**src/hdl/rv_isa_pkg.sv**
```systemverilog
/* RV32I major opcodes, decoded operation enum and the instruction word formats */
package rv_isa_pkg;

    localparam int xlen = 32;

    // major opcodes
    localparam logic [6:0] opc_lui    = 7'b0110111;
    localparam logic [6:0] opc_auipc  = 7'b0010111;
    localparam logic [6:0] opc_jal    = 7'b1101111;
    localparam logic [6:0] opc_jalr   = 7'b1100111;
    localparam logic [6:0] opc_branch = 7'b1100011;
    localparam logic [6:0] opc_load   = 7'b0000011;
    localparam logic [6:0] opc_store  = 7'b0100011;
    localparam logic [6:0] opc_imm    = 7'b0010011;
    localparam logic [6:0] opc_reg    = 7'b0110011;

    typedef enum logic [5:0] {
        alu_nop,
        alu_add, alu_sub, alu_sll, alu_slt, alu_sltu,
        alu_xor, alu_srl, alu_sra, alu_or, alu_and,
        alu_addi, alu_slti, alu_sltiu, alu_xori, alu_ori,
        alu_andi, alu_slli, alu_srli, alu_srai,
        alu_lui, alu_auipc, alu_jal, alu_jalr,
        alu_beq, alu_bne, alu_blt, alu_bge, alu_bltu, alu_bgeu,
        alu_lb, alu_lbu, alu_lw, alu_sb, alu_sw
    } alu_op_e;

    typedef struct packed {
        logic [6:0] funct7;
        logic [4:0] rs2;
        logic [4:0] rs1;
        logic [2:0] funct3;
        logic [4:0] rd;
        logic [6:0] opcode;
    } r_fmt_t;

    typedef struct packed {
        logic [11:0] imm;
        logic [4:0]  rs1;
        logic [2:0]  funct3;
        logic [4:0]  rd;
        logic [6:0]  opcode;
    } i_fmt_t;

    typedef struct packed {
        logic [6:0] imm_hi;
        logic [4:0] rs2;
        logic [4:0] rs1;
        logic [2:0] funct3;
        logic [4:0] imm_lo;
        logic [6:0] opcode;
    } s_fmt_t;

    typedef struct packed {
        logic       imm12;
        logic [5:0] imm10_5;
        logic [4:0] rs2;
        logic [4:0] rs1;
        logic [2:0] funct3;
        logic [3:0] imm4_1;
        logic       imm11;
        logic [6:0] opcode;
    } b_fmt_t;

    typedef struct packed {
        logic [19:0] imm;
        logic [4:0]  rd;
        logic [6:0]  opcode;
    } u_fmt_t;

    typedef struct packed {
        logic       imm20;
        logic [9:0] imm10_1;
        logic       imm11;
        logic [7:0] imm19_12;
        logic [4:0] rd;
        logic [6:0] opcode;
    } j_fmt_t;

    // one instruction word, six ways to read it
    typedef union packed {
        r_fmt_t r;
        i_fmt_t i;
        s_fmt_t s;
        b_fmt_t b;
        u_fmt_t u;
        j_fmt_t j;
    } inst_u;

endpackage

```
**src/hdl/cpu_mem_pkg.sv**
```systemverilog
/* address map, I/O addresses, access length and address type */
package cpu_mem_pkg;

    typedef logic [31:0] addr_t;

    // uart output and program stop
    localparam addr_t io_base = 32'h0003_0000;
    localparam addr_t io_stop = 32'h0003_0004;

    // encoded as the index of the last byte
    typedef enum logic [1:0] {
        len_byte = 2'b00,
        len_word = 2'b11
    } acc_len_e;

    // bits 17:16 select the I/O range
    function automatic logic is_io(addr_t a);
        return a[17:16] == io_base[17:16];
    endfunction

endpackage
```
**src/hdl/mem_req_if.sv**
```systemverilog
/* mem_req_if: one requester's port to the memory controller
   ex_if: decoded instruction passed from decoder to execute */
`timescale 1ns/1ns

interface mem_req_if import cpu_mem_pkg::*; ();
    logic        en;
    logic        wr;
    addr_t       addr;
    logic [31:0] wdata;
    acc_len_e    len;
    logic        done;
    logic [31:0] rdata;

    // requester keeps every field stable from en until done
    modport requester (output en, wr, addr, wdata, len, input done, rdata);
    modport controller (input en, wr, addr, wdata, len, output done, rdata);
endinterface

interface ex_if import rv_isa_pkg::*, cpu_mem_pkg::*; ();
    logic            en;
    alu_op_e         op;
    addr_t           pc;
    logic [xlen-1:0] imm;
    logic [4:0]      rs1;
    logic [4:0]      rs2;
    logic [4:0]      rd;

    modport source (output en, op, pc, imm, rs1, rs2, rd);
    modport sink (input en, op, pc, imm, rs1, rs2, rd);
endinterface

```
**src/hdl/cpu.sv**
```systemverilog
/* RV32I core top level, one instruction in flight over a byte-wide memory bus */
`timescale 1ns/1ns

module cpu import cpu_mem_pkg::*; (
    input  logic        clk_in,
    input  logic        rst_in,
    // pause the whole core when low
    input  logic        rdy_in,
    input  logic [7:0]  mem_din,
    output logic [7:0]  mem_dout,
    output logic [31:0] mem_a,
    output logic        mem_wr,
    input  logic        io_buffer_full,
    output logic [31:0] dbgreg_dout
);

    logic        retire;
    logic        fetched;
    logic [31:0] inst;
    addr_t       next_pc;
    addr_t       pc;

    mem_req_if ifetch ();
    mem_req_if dmem ();
    ex_if      ex ();

    fetcher u_fetcher (
        .clk_in  (clk_in),
        .rst_in  (rst_in),
        .rdy_in  (rdy_in),
        .ifetch  (ifetch),
        .retire  (retire),
        .next_pc (next_pc),
        .fetched (fetched),
        .inst    (inst),
        .pc      (pc)
    );

    decoder u_decoder (
        .clk_in  (clk_in),
        .rst_in  (rst_in),
        .rdy_in  (rdy_in),
        .fetched (fetched),
        .inst    (inst),
        .pc      (pc),
        .ex      (ex)
    );

    execute u_execute (
        .clk_in      (clk_in),
        .rst_in      (rst_in),
        .rdy_in      (rdy_in),
        .ex          (ex),
        .dmem        (dmem),
        .retire      (retire),
        .next_pc     (next_pc),
        .dbgreg_dout (dbgreg_dout)
    );

    memctrl u_memctrl (
        .clk_in         (clk_in),
        .rst_in         (rst_in),
        .rdy_in         (rdy_in),
        .io_buffer_full (io_buffer_full),
        .mem_din        (mem_din),
        .mem_dout       (mem_dout),
        .mem_a          (mem_a),
        .mem_wr         (mem_wr),
        .ifetch         (ifetch),
        .dmem           (dmem)
    );

endmodule

```
**src/hdl/memctrl.sv**
```systemverilog
/* memory controller, two requesters serialized onto the byte bus with I/O back-pressure */
`timescale 1ns/1ns

module memctrl import cpu_mem_pkg::*; (
    input  logic          clk_in,
    input  logic          rst_in,
    input  logic          rdy_in,
    input  logic          io_buffer_full,
    input  logic [7:0]    mem_din,
    output logic [7:0]    mem_dout,
    output logic [31:0]   mem_a,
    output logic          mem_wr,
    mem_req_if.controller ifetch,
    mem_req_if.controller dmem
);

    logic        busy;
    logic        sel_d;
    logic        wr_q;
    logic [2:0]  cnt;
    acc_len_e    len_q;
    addr_t       base;
    addr_t       bus_addr;
    logic [31:0] wdata_q;
    logic [31:0] data_q;
    logic [31:0] rdata_c;
    logic [1:0]  rd_idx;
    logic        io_block;
    logic        last_step;
    logic        done_c;

    // a cycle with rdy low is invisible to the bus, so outputs just hold
    assign bus_addr = base + addr_t'(cnt);
    assign mem_a    = {14'b0, bus_addr[17:0]};
    assign mem_dout = wdata_q[8*cnt[1:0] +: 8];

    // uart byte waits for room in the buffer
    assign io_block = busy && wr_q && is_io(base) && io_buffer_full;
    assign mem_wr   = busy && wr_q && !io_block;

    // reads run one step longer, data trails the address by a cycle
    assign last_step = wr_q ? (cnt == 3'(len_q)) : (cnt == 3'(len_q) + 3'd1);
    assign done_c    = busy && rdy_in && last_step && !io_block;

    assign dmem.done   = done_c && sel_d;
    assign ifetch.done = done_c && !sel_d;

    // byte arriving now belongs to the previous address
    assign rd_idx = 2'(cnt - 3'd1);

    always_comb begin
        rdata_c = data_q;
        rdata_c[8*rd_idx +: 8] = mem_din;
    end

    assign dmem.rdata   = rdata_c;
    assign ifetch.rdata = rdata_c;

    always_ff @(posedge clk_in) begin
        if (rst_in) begin
            busy  <= 1'b0;
            sel_d <= 1'b0;
            wr_q  <= 1'b0;
            cnt   <= 3'd0;
            base  <= '0;
        end else if (rdy_in) begin
            if (!busy) begin
                // data side first
                if (dmem.en || ifetch.en) begin
                    busy  <= 1'b1;
                    sel_d <= dmem.en;
                    wr_q  <= dmem.en ? dmem.wr : ifetch.wr;
                    base  <= dmem.en ? dmem.addr : ifetch.addr;
                    cnt   <= 3'd0;
                end
            end else if (done_c) begin
                busy <= 1'b0;
            end else if (!io_block) begin
                cnt <= cnt + 3'd1;
            end
        end
    end

    always_ff @(posedge clk_in) begin
        if (rdy_in) begin
            if (!busy) begin
                len_q   <= dmem.en ? dmem.len : ifetch.len;
                wdata_q <= dmem.en ? dmem.wdata : ifetch.wdata;
            end else if (!wr_q && cnt != 3'd0) begin
                data_q <= rdata_c;
            end
        end
    end

endmodule

```
**src/hdl/execute.sv**
```systemverilog
/* execute stage: ALU, branch resolution, writeback, next pc, with regfile and lsu */
`timescale 1ns/1ns

module execute import rv_isa_pkg::*, cpu_mem_pkg::*; (
    input  logic            clk_in,
    input  logic            rst_in,
    input  logic            rdy_in,
    ex_if.sink              ex,
    mem_req_if.requester    dmem,
    output logic            retire,
    output addr_t           next_pc,
    output logic [xlen-1:0] dbgreg_dout
);

    logic [xlen-1:0] rs1_dt, rs2_dt, op_b, alu_res, ld_data, wb_data, rs1_imm;
    logic            use_imm, is_load, is_store, is_mem, is_branch;
    logic            taken, writes_rd, we, finish, done_now;
    addr_t           npc_c;

    assign use_imm   = ex.op inside {alu_addi, alu_slti, alu_sltiu, alu_xori, alu_ori,
                                     alu_andi, alu_slli, alu_srli, alu_srai};
    assign is_load   = ex.op inside {alu_lb, alu_lbu, alu_lw};
    assign is_store  = ex.op inside {alu_sb, alu_sw};
    assign is_mem    = is_load || is_store;
    assign is_branch = ex.op inside {alu_beq, alu_bne, alu_blt, alu_bge, alu_bltu, alu_bgeu};
    assign writes_rd = !(is_branch || is_store || ex.op == alu_nop);

    assign op_b    = use_imm ? ex.imm : rs2_dt;
    assign rs1_imm = rs1_dt + ex.imm;

    always_comb begin
        case (ex.op)
            alu_sub:             alu_res = rs1_dt - op_b;
            alu_sll, alu_slli:   alu_res = rs1_dt << op_b[4:0];
            alu_slt, alu_slti:   alu_res = {31'b0, $signed(rs1_dt) < $signed(op_b)};
            alu_sltu, alu_sltiu: alu_res = {31'b0, rs1_dt < op_b};
            alu_xor, alu_xori:   alu_res = rs1_dt ^ op_b;
            alu_srl, alu_srli:   alu_res = rs1_dt >> op_b[4:0];
            alu_sra, alu_srai:   alu_res = $signed(rs1_dt) >>> op_b[4:0];
            alu_or, alu_ori:     alu_res = rs1_dt | op_b;
            alu_and, alu_andi:   alu_res = rs1_dt & op_b;
            alu_lui:             alu_res = ex.imm;
            alu_auipc:           alu_res = ex.pc + ex.imm;
            // link address
            alu_jal, alu_jalr:   alu_res = ex.pc + 32'd4;
            default:             alu_res = rs1_dt + op_b;
        endcase
    end

    always_comb begin
        case (ex.op)
            alu_beq:  taken = rs1_dt == rs2_dt;
            alu_bne:  taken = rs1_dt != rs2_dt;
            alu_blt:  taken = $signed(rs1_dt) < $signed(rs2_dt);
            alu_bge:  taken = $signed(rs1_dt) >= $signed(rs2_dt);
            alu_bltu: taken = rs1_dt < rs2_dt;
            alu_bgeu: taken = rs1_dt >= rs2_dt;
            default:  taken = 1'b0;
        endcase
    end

    always_comb begin
        npc_c = ex.pc + 32'd4;
        if (ex.op == alu_jal || taken) begin
            npc_c = ex.pc + ex.imm;
        end else if (ex.op == alu_jalr) begin
            npc_c = rs1_imm & ~32'd1;
        end
    end

    // alu ops finish in the strobe cycle, memory ops when the lsu does
    assign done_now = (ex.en && !is_mem) || finish;
    assign we       = (ex.en && !is_mem && writes_rd) || (finish && is_load);
    assign wb_data  = is_load ? ld_data : alu_res;

    regfile u_regfile (
        .clk_in (clk_in),
        .rst_in (rst_in),
        .rdy_in (rdy_in),
        .rs1    (ex.rs1),
        .rs2    (ex.rs2),
        .rd     (ex.rd),
        .wdata  (wb_data),
        .we     (we),
        .rs1_dt (rs1_dt),
        .rs2_dt (rs2_dt),
        .a0     (dbgreg_dout)
    );

    lsu u_lsu (
        .clk_in    (clk_in),
        .rst_in    (rst_in),
        .rdy_in    (rdy_in),
        .start     (ex.en && is_mem),
        .store     (is_store),
        .signed_ld (ex.op == alu_lb),
        .len       ((ex.op inside {alu_lw, alu_sw}) ? len_word : len_byte),
        .addr      (rs1_imm),
        .wdata     (rs2_dt),
        .dmem      (dmem),
        .finish    (finish),
        .rdata     (ld_data)
    );

    always_ff @(posedge clk_in) begin
        if (rst_in) begin
            retire <= 1'b0;
        end else if (rdy_in) begin
            retire <= done_now;
        end
    end

    always_ff @(posedge clk_in) begin
        if (rdy_in && done_now) begin
            next_pc <= npc_c;
        end
    end

endmodule

```
**src/hdl/lsu.sv**
```systemverilog
/* load/store unit, holds one dmem request and extends loaded bytes */
`timescale 1ns/1ns

module lsu import cpu_mem_pkg::*, rv_isa_pkg::*; (
    input  logic            clk_in,
    input  logic            rst_in,
    input  logic            rdy_in,
    input  logic            start,
    input  logic            store,
    input  logic            signed_ld,
    input  acc_len_e        len,
    input  addr_t           addr,
    input  logic [xlen-1:0] wdata,
    mem_req_if.requester    dmem,
    output logic            finish,
    output logic [xlen-1:0] rdata
);

    logic req;
    logic sgn_q;

    assign dmem.en = req;
    assign finish  = req && dmem.done;

    // lb sign extends, lbu zero extends
    assign rdata = (dmem.len == len_word) ? dmem.rdata :
                   {{24{sgn_q & dmem.rdata[7]}}, dmem.rdata[7:0]};

    always_ff @(posedge clk_in) begin
        if (rst_in) begin
            req <= 1'b0;
        end else if (rdy_in) begin
            if (start) begin
                req <= 1'b1;
            end else if (dmem.done) begin
                req <= 1'b0;
            end
        end
    end

    always_ff @(posedge clk_in) begin
        if (rdy_in && start) begin
            dmem.wr    <= store;
            dmem.addr  <= addr;
            dmem.wdata <= wdata;
            dmem.len   <= len;
            sgn_q      <= signed_ld;
        end
    end

endmodule

```
**src/hdl/regfile.sv**
```systemverilog
/* 32 x 32 register file, x0 reads zero, a0 debug view */
`timescale 1ns/1ns

module regfile import rv_isa_pkg::*; (
    input  logic            clk_in,
    input  logic            rst_in,
    input  logic            rdy_in,
    input  logic [4:0]      rs1,
    input  logic [4:0]      rs2,
    input  logic [4:0]      rd,
    input  logic [xlen-1:0] wdata,
    input  logic            we,
    output logic [xlen-1:0] rs1_dt,
    output logic [xlen-1:0] rs2_dt,
    output logic [xlen-1:0] a0
);

    logic [xlen-1:0] regs [32];

    assign rs1_dt = regs[rs1];
    assign rs2_dt = regs[rs2];
    assign a0     = regs[10];

    always_ff @(posedge clk_in) begin
        if (rst_in) begin
            for (int i = 0; i < 32; i++) begin
                regs[i] <= '0;
            end
        end else if (rdy_in && we && rd != 5'd0) begin
            regs[rd] <= wdata;
        end
    end

endmodule

```
**src/hdl/decoder.sv**
```systemverilog
/* instruction decoder, registered operation, registers and immediate */
`timescale 1ns/1ns

module decoder import rv_isa_pkg::*, cpu_mem_pkg::*; (
    input  logic        clk_in,
    input  logic        rst_in,
    input  logic        rdy_in,
    input  logic        fetched,
    input  logic [31:0] inst,
    input  addr_t       pc,
    ex_if.source        ex
);

    inst_u           iw;
    alu_op_e         op;
    logic [xlen-1:0] imm;
    logic [2:0]      f3;
    logic            alt;

    assign iw  = inst;
    assign f3  = iw.r.funct3;
    // sub and sra
    assign alt = iw.r.funct7[5];

    always_comb begin
        op  = alu_nop;
        imm = '0;
        case (iw.r.opcode)
            opc_lui: begin
                op  = alu_lui;
                imm = {iw.u.imm, 12'b0};
            end
            opc_auipc: begin
                op  = alu_auipc;
                imm = {iw.u.imm, 12'b0};
            end
            opc_jal: begin
                op  = alu_jal;
                imm = {{11{iw.j.imm20}}, iw.j.imm20, iw.j.imm19_12, iw.j.imm11,
                       iw.j.imm10_1, 1'b0};
            end
            opc_jalr: begin
                op  = alu_jalr;
                imm = {{20{iw.i.imm[11]}}, iw.i.imm};
            end
            opc_branch: begin
                imm = {{19{iw.b.imm12}}, iw.b.imm12, iw.b.imm11, iw.b.imm10_5,
                       iw.b.imm4_1, 1'b0};
                case (f3)
                    3'd0: op = alu_beq;
                    3'd1: op = alu_bne;
                    3'd4: op = alu_blt;
                    3'd5: op = alu_bge;
                    3'd6: op = alu_bltu;
                    3'd7: op = alu_bgeu;
                    default: op = alu_nop;
                endcase
            end
            opc_load: begin
                imm = {{20{iw.i.imm[11]}}, iw.i.imm};
                case (f3)
                    3'd0: op = alu_lb;
                    3'd2: op = alu_lw;
                    3'd4: op = alu_lbu;
                    default: op = alu_nop;
                endcase
            end
            opc_store: begin
                imm = {{20{iw.s.imm_hi[6]}}, iw.s.imm_hi, iw.s.imm_lo};
                case (f3)
                    3'd0: op = alu_sb;
                    3'd2: op = alu_sw;
                    default: op = alu_nop;
                endcase
            end
            opc_imm: begin
                imm = {{20{iw.i.imm[11]}}, iw.i.imm};
                case (f3)
                    3'd0: op = alu_addi;
                    3'd1: op = alu_slli;
                    3'd2: op = alu_slti;
                    3'd3: op = alu_sltiu;
                    3'd4: op = alu_xori;
                    3'd5: op = alt ? alu_srai : alu_srli;
                    3'd6: op = alu_ori;
                    default: op = alu_andi;
                endcase
            end
            opc_reg: begin
                case (f3)
                    3'd0: op = alt ? alu_sub : alu_add;
                    3'd1: op = alu_sll;
                    3'd2: op = alu_slt;
                    3'd3: op = alu_sltu;
                    3'd4: op = alu_xor;
                    3'd5: op = alt ? alu_sra : alu_srl;
                    3'd6: op = alu_or;
                    default: op = alu_and;
                endcase
            end
            default: op = alu_nop;
        endcase
    end

    always_ff @(posedge clk_in) begin
        if (rst_in) begin
            ex.en <= 1'b0;
        end else if (rdy_in) begin
            ex.en <= fetched;
        end
    end

    // fields stay put until the next fetch
    always_ff @(posedge clk_in) begin
        if (rdy_in && fetched) begin
            ex.op  <= op;
            ex.pc  <= pc;
            ex.imm <= imm;
            ex.rs1 <= iw.r.rs1;
            ex.rs2 <= iw.r.rs2;
            ex.rd  <= iw.r.rd;
        end
    end

endmodule

```
**src/hdl/fetcher.sv**
```systemverilog
/* instruction fetch, pc register and one word request per instruction */
`timescale 1ns/1ns

module fetcher import cpu_mem_pkg::*; (
    input  logic         clk_in,
    input  logic         rst_in,
    input  logic         rdy_in,
    mem_req_if.requester ifetch,
    input  logic         retire,
    input  addr_t        next_pc,
    output logic         fetched,
    output logic [31:0]  inst,
    output addr_t        pc
);

    logic req;
    logic wait_ret;

    assign ifetch.en    = req;
    assign ifetch.wr    = 1'b0;
    assign ifetch.addr  = pc;
    assign ifetch.wdata = '0;
    assign ifetch.len   = len_word;

    // word is handed to the decoder in the done cycle
    assign fetched = req && ifetch.done;
    assign inst    = ifetch.rdata;

    always_ff @(posedge clk_in) begin
        if (rst_in) begin
            pc       <= '0;
            req      <= 1'b0;
            wait_ret <= 1'b0;
        end else if (rdy_in) begin
            if (req) begin
                if (ifetch.done) begin
                    req      <= 1'b0;
                    wait_ret <= 1'b1;
                end
            end else if (wait_ret) begin
                // one instruction in flight
                if (retire) begin
                    pc       <= next_pc;
                    wait_ret <= 1'b0;
                end
            end else begin
                req <= 1'b1;
            end
        end
    end

endmodule

```
**config.mk**
```make
export PLATFORM = sky130hd
export DESIGN_NAME = cpu
export DESIGN_NICKNAME = d
export VERILOG_FILES = /design/src/hdl/rv_isa_pkg.sv /design/src/hdl/cpu_mem_pkg.sv /design/src/hdl/mem_req_if.sv /design/src/hdl/cpu.sv /design/src/hdl/memctrl.sv /design/src/hdl/execute.sv /design/src/hdl/lsu.sv /design/src/hdl/regfile.sv /design/src/hdl/decoder.sv /design/src/hdl/fetcher.sv
export SDC_FILE = /design/constraint.sdc
export NUM_CORES = 2
export LEC_CHECK = 0
export ABC_CLOCK_PERIOD_IN_PS = 15500
export CORE_MARGIN = 5
export CORE_UTILIZATION = 55
export DETAILED_ROUTE_END_ITERATION = 16
export DONT_BUFFER_PORTS = 1
export PLACE_DENSITY = 0.7
export SYNTH_ARGS = -nofsm -noshare
export SYNTH_HDL_FRONTEND = slang
export SYNTH_HIERARCHICAL = 1
export SYNTH_SLANG_ARGS = --single-unit
```
**constraint.sdc**
```tcl
create_clock -name clk_in -period 15.5 [get_ports clk_in]
set_input_delay 1.55 -clock clk_in [delete_from_list [all_inputs] [get_ports clk_in]]
set_output_delay 1.55 -clock clk_in [all_outputs]
set_load 0.02 [all_outputs]
```
Word level (Yosys, flattened, before mapping):

Memory sizes are Yosys's and may differ from the RTL's. A register that Yosys moved wholly into a read port is not among the register bits.
Index checks and enable logic that the tools add are counted.
Widths: inputs -> output; s select.

* add/subtract/negate cells: 10
* $mul: 0
* divide/modulo/power cells: 0
* $lt $le $gt $ge: 6
* equal/unequal tests: 58
* shift operators: 6
* muxes and demuxes: 48
* bitwise gates (word level): 6
* reduce and logical (&&, ||, !) cells: 63

Operator list (number)
* $pmux 32 s12: 1
* $mux 32: 6
* $pmux 32 s5: 1
* $lt 32x32->1: 4
* $add 32x32->32: 3
* $eq 6x5->1 const B: 16
* $pmux 6 s7: 2
* $ge 32x32->1: 2
* $pmux 6 s9: 1
* $eq 6x4->1 const B: 8
* $neg 5->34: 1
* $shift 8x34->32 const A: 1
* $shiftx 8x34->32: 1
* $add 32x3->32 const B: 1
* $and 32x32->32: 1
* $bwmux 32: 1
* $eq 32x32->1: 1
* $ne 32x32->1: 1
* $or 32x32->32: 1
* $reduce_or 32->1: 1
* $shiftx 32x6->8: 1
* $shl 32x5->32: 1
* $shr 32x5->32: 1
* $sshr 32x5->32: 1
* other kinds (48): 139

* bits in registers: 298
* latch bits: 0
* RAM bits: 1024
* ROM bits: 0
* bits of input ports: 12
* output and inout port bits: 73
* word-level logic and storage cells: 224
* memories: 1

Memory list
* u_execute.u_regfile.regs: depth 32, width 32, read ports 3, clocked after Yosys merged registers in 2, wr ports 32, line regfile.sv:18 `logic [xlen-1:0] regs [32];`

Logic depth before layout (Yosys ltp):

* word-level depth: 16
* depth in mapped cells: 29
* mapped depth without buffers: 21

Modules after synthesis:

The synthesis kept the hierarchy.

By module, submodules not included
* regfile: times used 1, cells an instance 4604, area each 55984.9 µm², seq. area each 30749.5 µm²
* execute: times used 1, cells an instance 2544, area each 16738.6 µm², seq. area each 980.9 µm²
* memctrl: times used 1, cells an instance 455, area each 4996.0 µm², seq. area each 2462.4 µm²
* decoder: times used 1, cells an instance 219, area each 3410.8 µm², seq. area each 2572.5 µm²
* lsu: times used 1, cells an instance 135, area each 2537.4 µm², seq. area each 2062.0 µm²
* fetcher: times used 1, cells an instance 252, area each 2323.5 µm², seq. area each 680.7 µm²

Least setup slack after synthesis:

OpenSTA, ideal clock, no wires.

* kind: register to register
* start: register u_decoder/ex.rs2[2] (netlist name)
* end: memory u_execute.u_regfile.regs[10][28] (data pin)
* arrival time: 5.399 ns
* data required time: 15.245 ns
* slack: 9.847 ns
* cell stages (with the launch flop): 28
* path buffers: 8
* clock period less this slack: 5.653 ns
* cells stage by stage: edfxtp_1 -> and2_1 -> buf_4 -> buf_2 -> buf_1 -> a22oi_1 -> nand3_1 -> nand3_1 -> o211ai_1 -> and2_1 -> clkbuf_1 -> inv_2 -> buf_1 -> clkbuf_1 -> clkbuf_1 -> ha_1 -> a211oi_1 -> o211ai_1 -> nand3_1 -> o21ai_0 -> a221o_1 -> a21oi_1 -> o22ai_1 -> mux2i_1 -> nor4_1 -> a31oi_1 -> clkbuf_1 -> and2_1

RTL lines (line)
* to (decl): regfile.sv:18

==> key figures <==
Clock tree
  – # hold bufs at CTS: 0
  – Buffer count from post-CTS setup fixing: 0
  – H-tree lvl count: 4
  – Clk Latency, worst-skew pair: 0.82 ns
  – Num CTS Buffers: 145
  – CTS root buf: clkbuf_16
  – Post-CTS Resized: 0
  – CTS tree: built
  – Clock transition at path regs: 0.06 ns
  – CTS Buffer Depth: 3
  – Sinks on Clock Net: 1322

Place
  – Gpl congestion: 1.08
  – DP HPWL: 237 mm
  – Placed cells: 9740
  – Port Buf Inserts: 0
  – Pre-CTS setup slack: 6.58 ns

Hold path
  – HP Start: u_fetcher/ifetch.addr[30]$_SDFFE_PP0P_
  – Worst hold path type: reg -> reg
  – Hold endpoint: u_decoder/ex.pc[30]$_DFFE_PP_
  – Hold depth: 0

Final layout
  – Layout cells sized above 1: 8.49%
  – Final core utilization: 59.0%
  – Area delta synth->final: 6.56%
  – Filler cell count: 12700
  – Net count reported at finish: 8054
  – Finished Layout Cells: 10000

STA
  – Tmin final: 9.63 ns
  – Final setup viols: 0
  – Pins over their slew limit: 0
  – Worst clock skew: 0.0525 ns
  – Rel. slew slack: 5.36%
  – Setup slack after layout: 5.87 ns
  – Worst Tran Pin Value: 1.42 ns
  – Setup TNS: 0 ns
  – Unrepaired setup endpoints after global routing: false
  – Achievable Freq: 104 MHz
  – Count of final hold-check violations: 0
  – Tcrit/Tclk final: 62.1%

Run status
  – Status: complete, no violations

Route
  – Total wire length: 359 mm
  – DR vias/cell: 7.00
  – Initial DRC count: 11900
  – DR WL/cell: 35.8 um
  – DRC errors left: 0
  – Detailed-route via count: 70100
  – Detail Route Antenna Nets: 0
  – Pre-antenna DRT Iters: 7

Setup path
  – R2R depth: 21
  – WS Path Type: reg -> reg
  – CP most frequent cell: buf_4
  – R2r endpoint: u_execute/u_regfile/regs[4][0]$_SDFFCE_PN0P_
  – Critical path, cell by cell: buf_4 > buf_4 > mux2i_1 > a22oi_1 > a31oi_1 > nand3_1 > o211ai_2 > and2_1 > buf_4 > inv_2 > ha_1 > a21oi_1 > a211oi_2 > a211o_1 > a31oi_1 > o21bai_1 > a221oi_2 > o21ai_0 > o211ai_1 > buf_4 > and2_1
  – Critical path's largest stage delay: 0.96 ns
  – Startpoint Class: flop
  – WP data required: 16.14 ns
  – Slowest stage cell, crit path: a31oi_1
  – Endpoint class of the critical path: flop
  – Reg2Reg Setup Slack: 5.87 ns
  – Signal arrival time at the worst endpoint: 10.27 ns
  – R2r startpoint: u_decoder/ex.rs2[1]$_DFFE_PP_
  – Crit Path Max Fanout: 41

Die
  – Initial core utilization: 55.4%
  – Die H: 404 um
  – Die Footprint: 163000 um^2
  – Core area: 154000 um^2
  – Row count: 144
  – I/O pin cnt: 85
  – Die Width: 404 um

Yosys
  – Mapped cell area: 85500 um^2
  – Post-Synthesis Cells: 8188
  – Avg Inst Size Synth: 10.4 um^2
  – Synth warn: 6

Job
  – Max cap viols: 0

Pwr
  – Int Pwr: 6.15 mW
  – Worst VDD drop: 0.102 mV
  – Sequential power share: 50.4%
  – Switch Pwr: 1.93 mW
  – Comb pwr share: 5.9%
  – Sw Share: 23.9%
  – Lkg Pwr: 36.4 nW
  – Clock share of power: 43.7%
  – Pwr dens: 88.7 nW/um^2

Global routing
  – Vias in the first global route: 65300
  – Layer with the highest usage: met2
  – Initial antenna violation count: 45
  – Remaining Overflow, GRT: 0
  – Largest net degree at the start of global routing: 163
  – Met1 usage: 58.1%
  – Gr usage total: 42.4%
  – GR Util met2: 58.5%
  – Grt met3 use: 17.2%
  – First-pass GRT wire length: 494 mm
==> placed cells by master (no fill, tap or decap), types with 86 or more instances in the layout <==
cell type  instances
ha_1             195
inv_1            217
nand2_1          469
buf_4            229
a22oi_1          205
a22o_1           135
and2_1          1014
nand3_1          298
mux2i_1         1178
nand2b_1          86
nor2_1           289
clkbuf_16        147
o21ai_0          285
a31oi_1           86
nor3_1           138
edfxtp_1        1261
a21oi_1          445
==> power by group through the flow <==
stage / Sequential [mW] / Combinational, mW / Clock (mW)
2_1_floorplan: 4.12 / 0.296 / 0
3_3_place_gp: 4.14 / 0.449 / 0
3_5_place_dp: 4.15 / 0.454 / 0
4_1_cts: 4.07 / 0.456 / 3.54
5_1_grt: 4.08 / 0.492 / 3.69
6_report: 4.07 / 0.476 / 3.53
==> layout make-up <==
cell class	instances	area, um^2	share of cell area (%)
timing repair buffer	238	1900	2.08
clock inverter	76	1000	1.10
tap	2044	2560	2.81
sequential	1322	39100	42.9
multi-input combinational	5912	41900	46.0
inverter	224	841	0.923
antenna	19	47.5	0.0522
clock buffer	180	3800	4.17
==> routing by layer <==
| metal | vias up | routed length, um |
|---|---|---|
| met5 | - | 123 |
| met4 | 20 | 20800 |
| met3 | 1044 | 56400 |
| met2 | 5394 | 143000 |
| met1 | 34600 | 138000 |
| li1 | 29100 | - |
==> metrics by stage <==
step	instance area [um^2]	total power, mW	hold slack [ns]
after global placement	86300	4.59	0.414
after global routing	91100	8.27	0.422
after detailed placement	86300	4.60	0.415
after floorplan	85800	4.42	0.449
after CTS	91100	8.07	0.404
final	91100	8.08	0.412
==> registers in the layout (all words and copies together), names as in the netlist, 32 cells and up <==
| register | count |
|---|---|
| u_decoder/ex.imm | 32 |
| u_execute/u_lsu/dmem.wdata | 32 |
| u_decoder/ex.pc | 32 |
| u_execute/next_pc | 32 |
| u_memctrl/data_q | 32 |
| u_execute/u_regfile/regs | 1024 |
| u_memctrl/wdata_q | 32 |
| u_fetcher/ifetch.addr | 32 |
==> worst max-delay path: cells and delay by family (launching register included) <==
kind / cells / cell delay [ns]
mux: 1 / 0.26
flops: 1 / 0.34
compound gates: 11 / 4.60
fa+ha+maj: 1 / 0.46
buf+inv: 5 / 2.51
simple gates: 3 / 1.09
==> worst max-delay path by stage <==
stage	cells past startpoint	startpoint	end
4_1_cts	20	u_decoder/ex.rs1[1]$_DFFE_PP_	u_execute/u_regfile/regs[31][22]$_SDFFCE_PN0P_
5_1_grt	20	u_decoder/ex.rs1[1]$_DFFE_PP_	u_execute/u_regfile/regs[6][22]$_SDFFCE_PN0P_
3_3_place_gp	26	u_decoder/ex.rs2[1]$_DFFE_PP_	u_execute/u_regfile/regs[14][0]$_SDFFCE_PN0P_
3_5_place_dp	20	u_decoder/ex.rs1[1]$_DFFE_PP_	u_execute/u_regfile/regs[31][22]$_SDFFCE_PN0P_
2_1_floorplan	27	u_decoder/ex.rs2[2]$_DFFE_PP_	u_execute/u_regfile/regs[10][28]$_SDFFCE_PN0P_
6_report	21	u_decoder/ex.rs2[1]$_DFFE_PP_	u_execute/u_regfile/regs[4][0]$_SDFFCE_PN0P_
(Power assumes the default switching activity.)
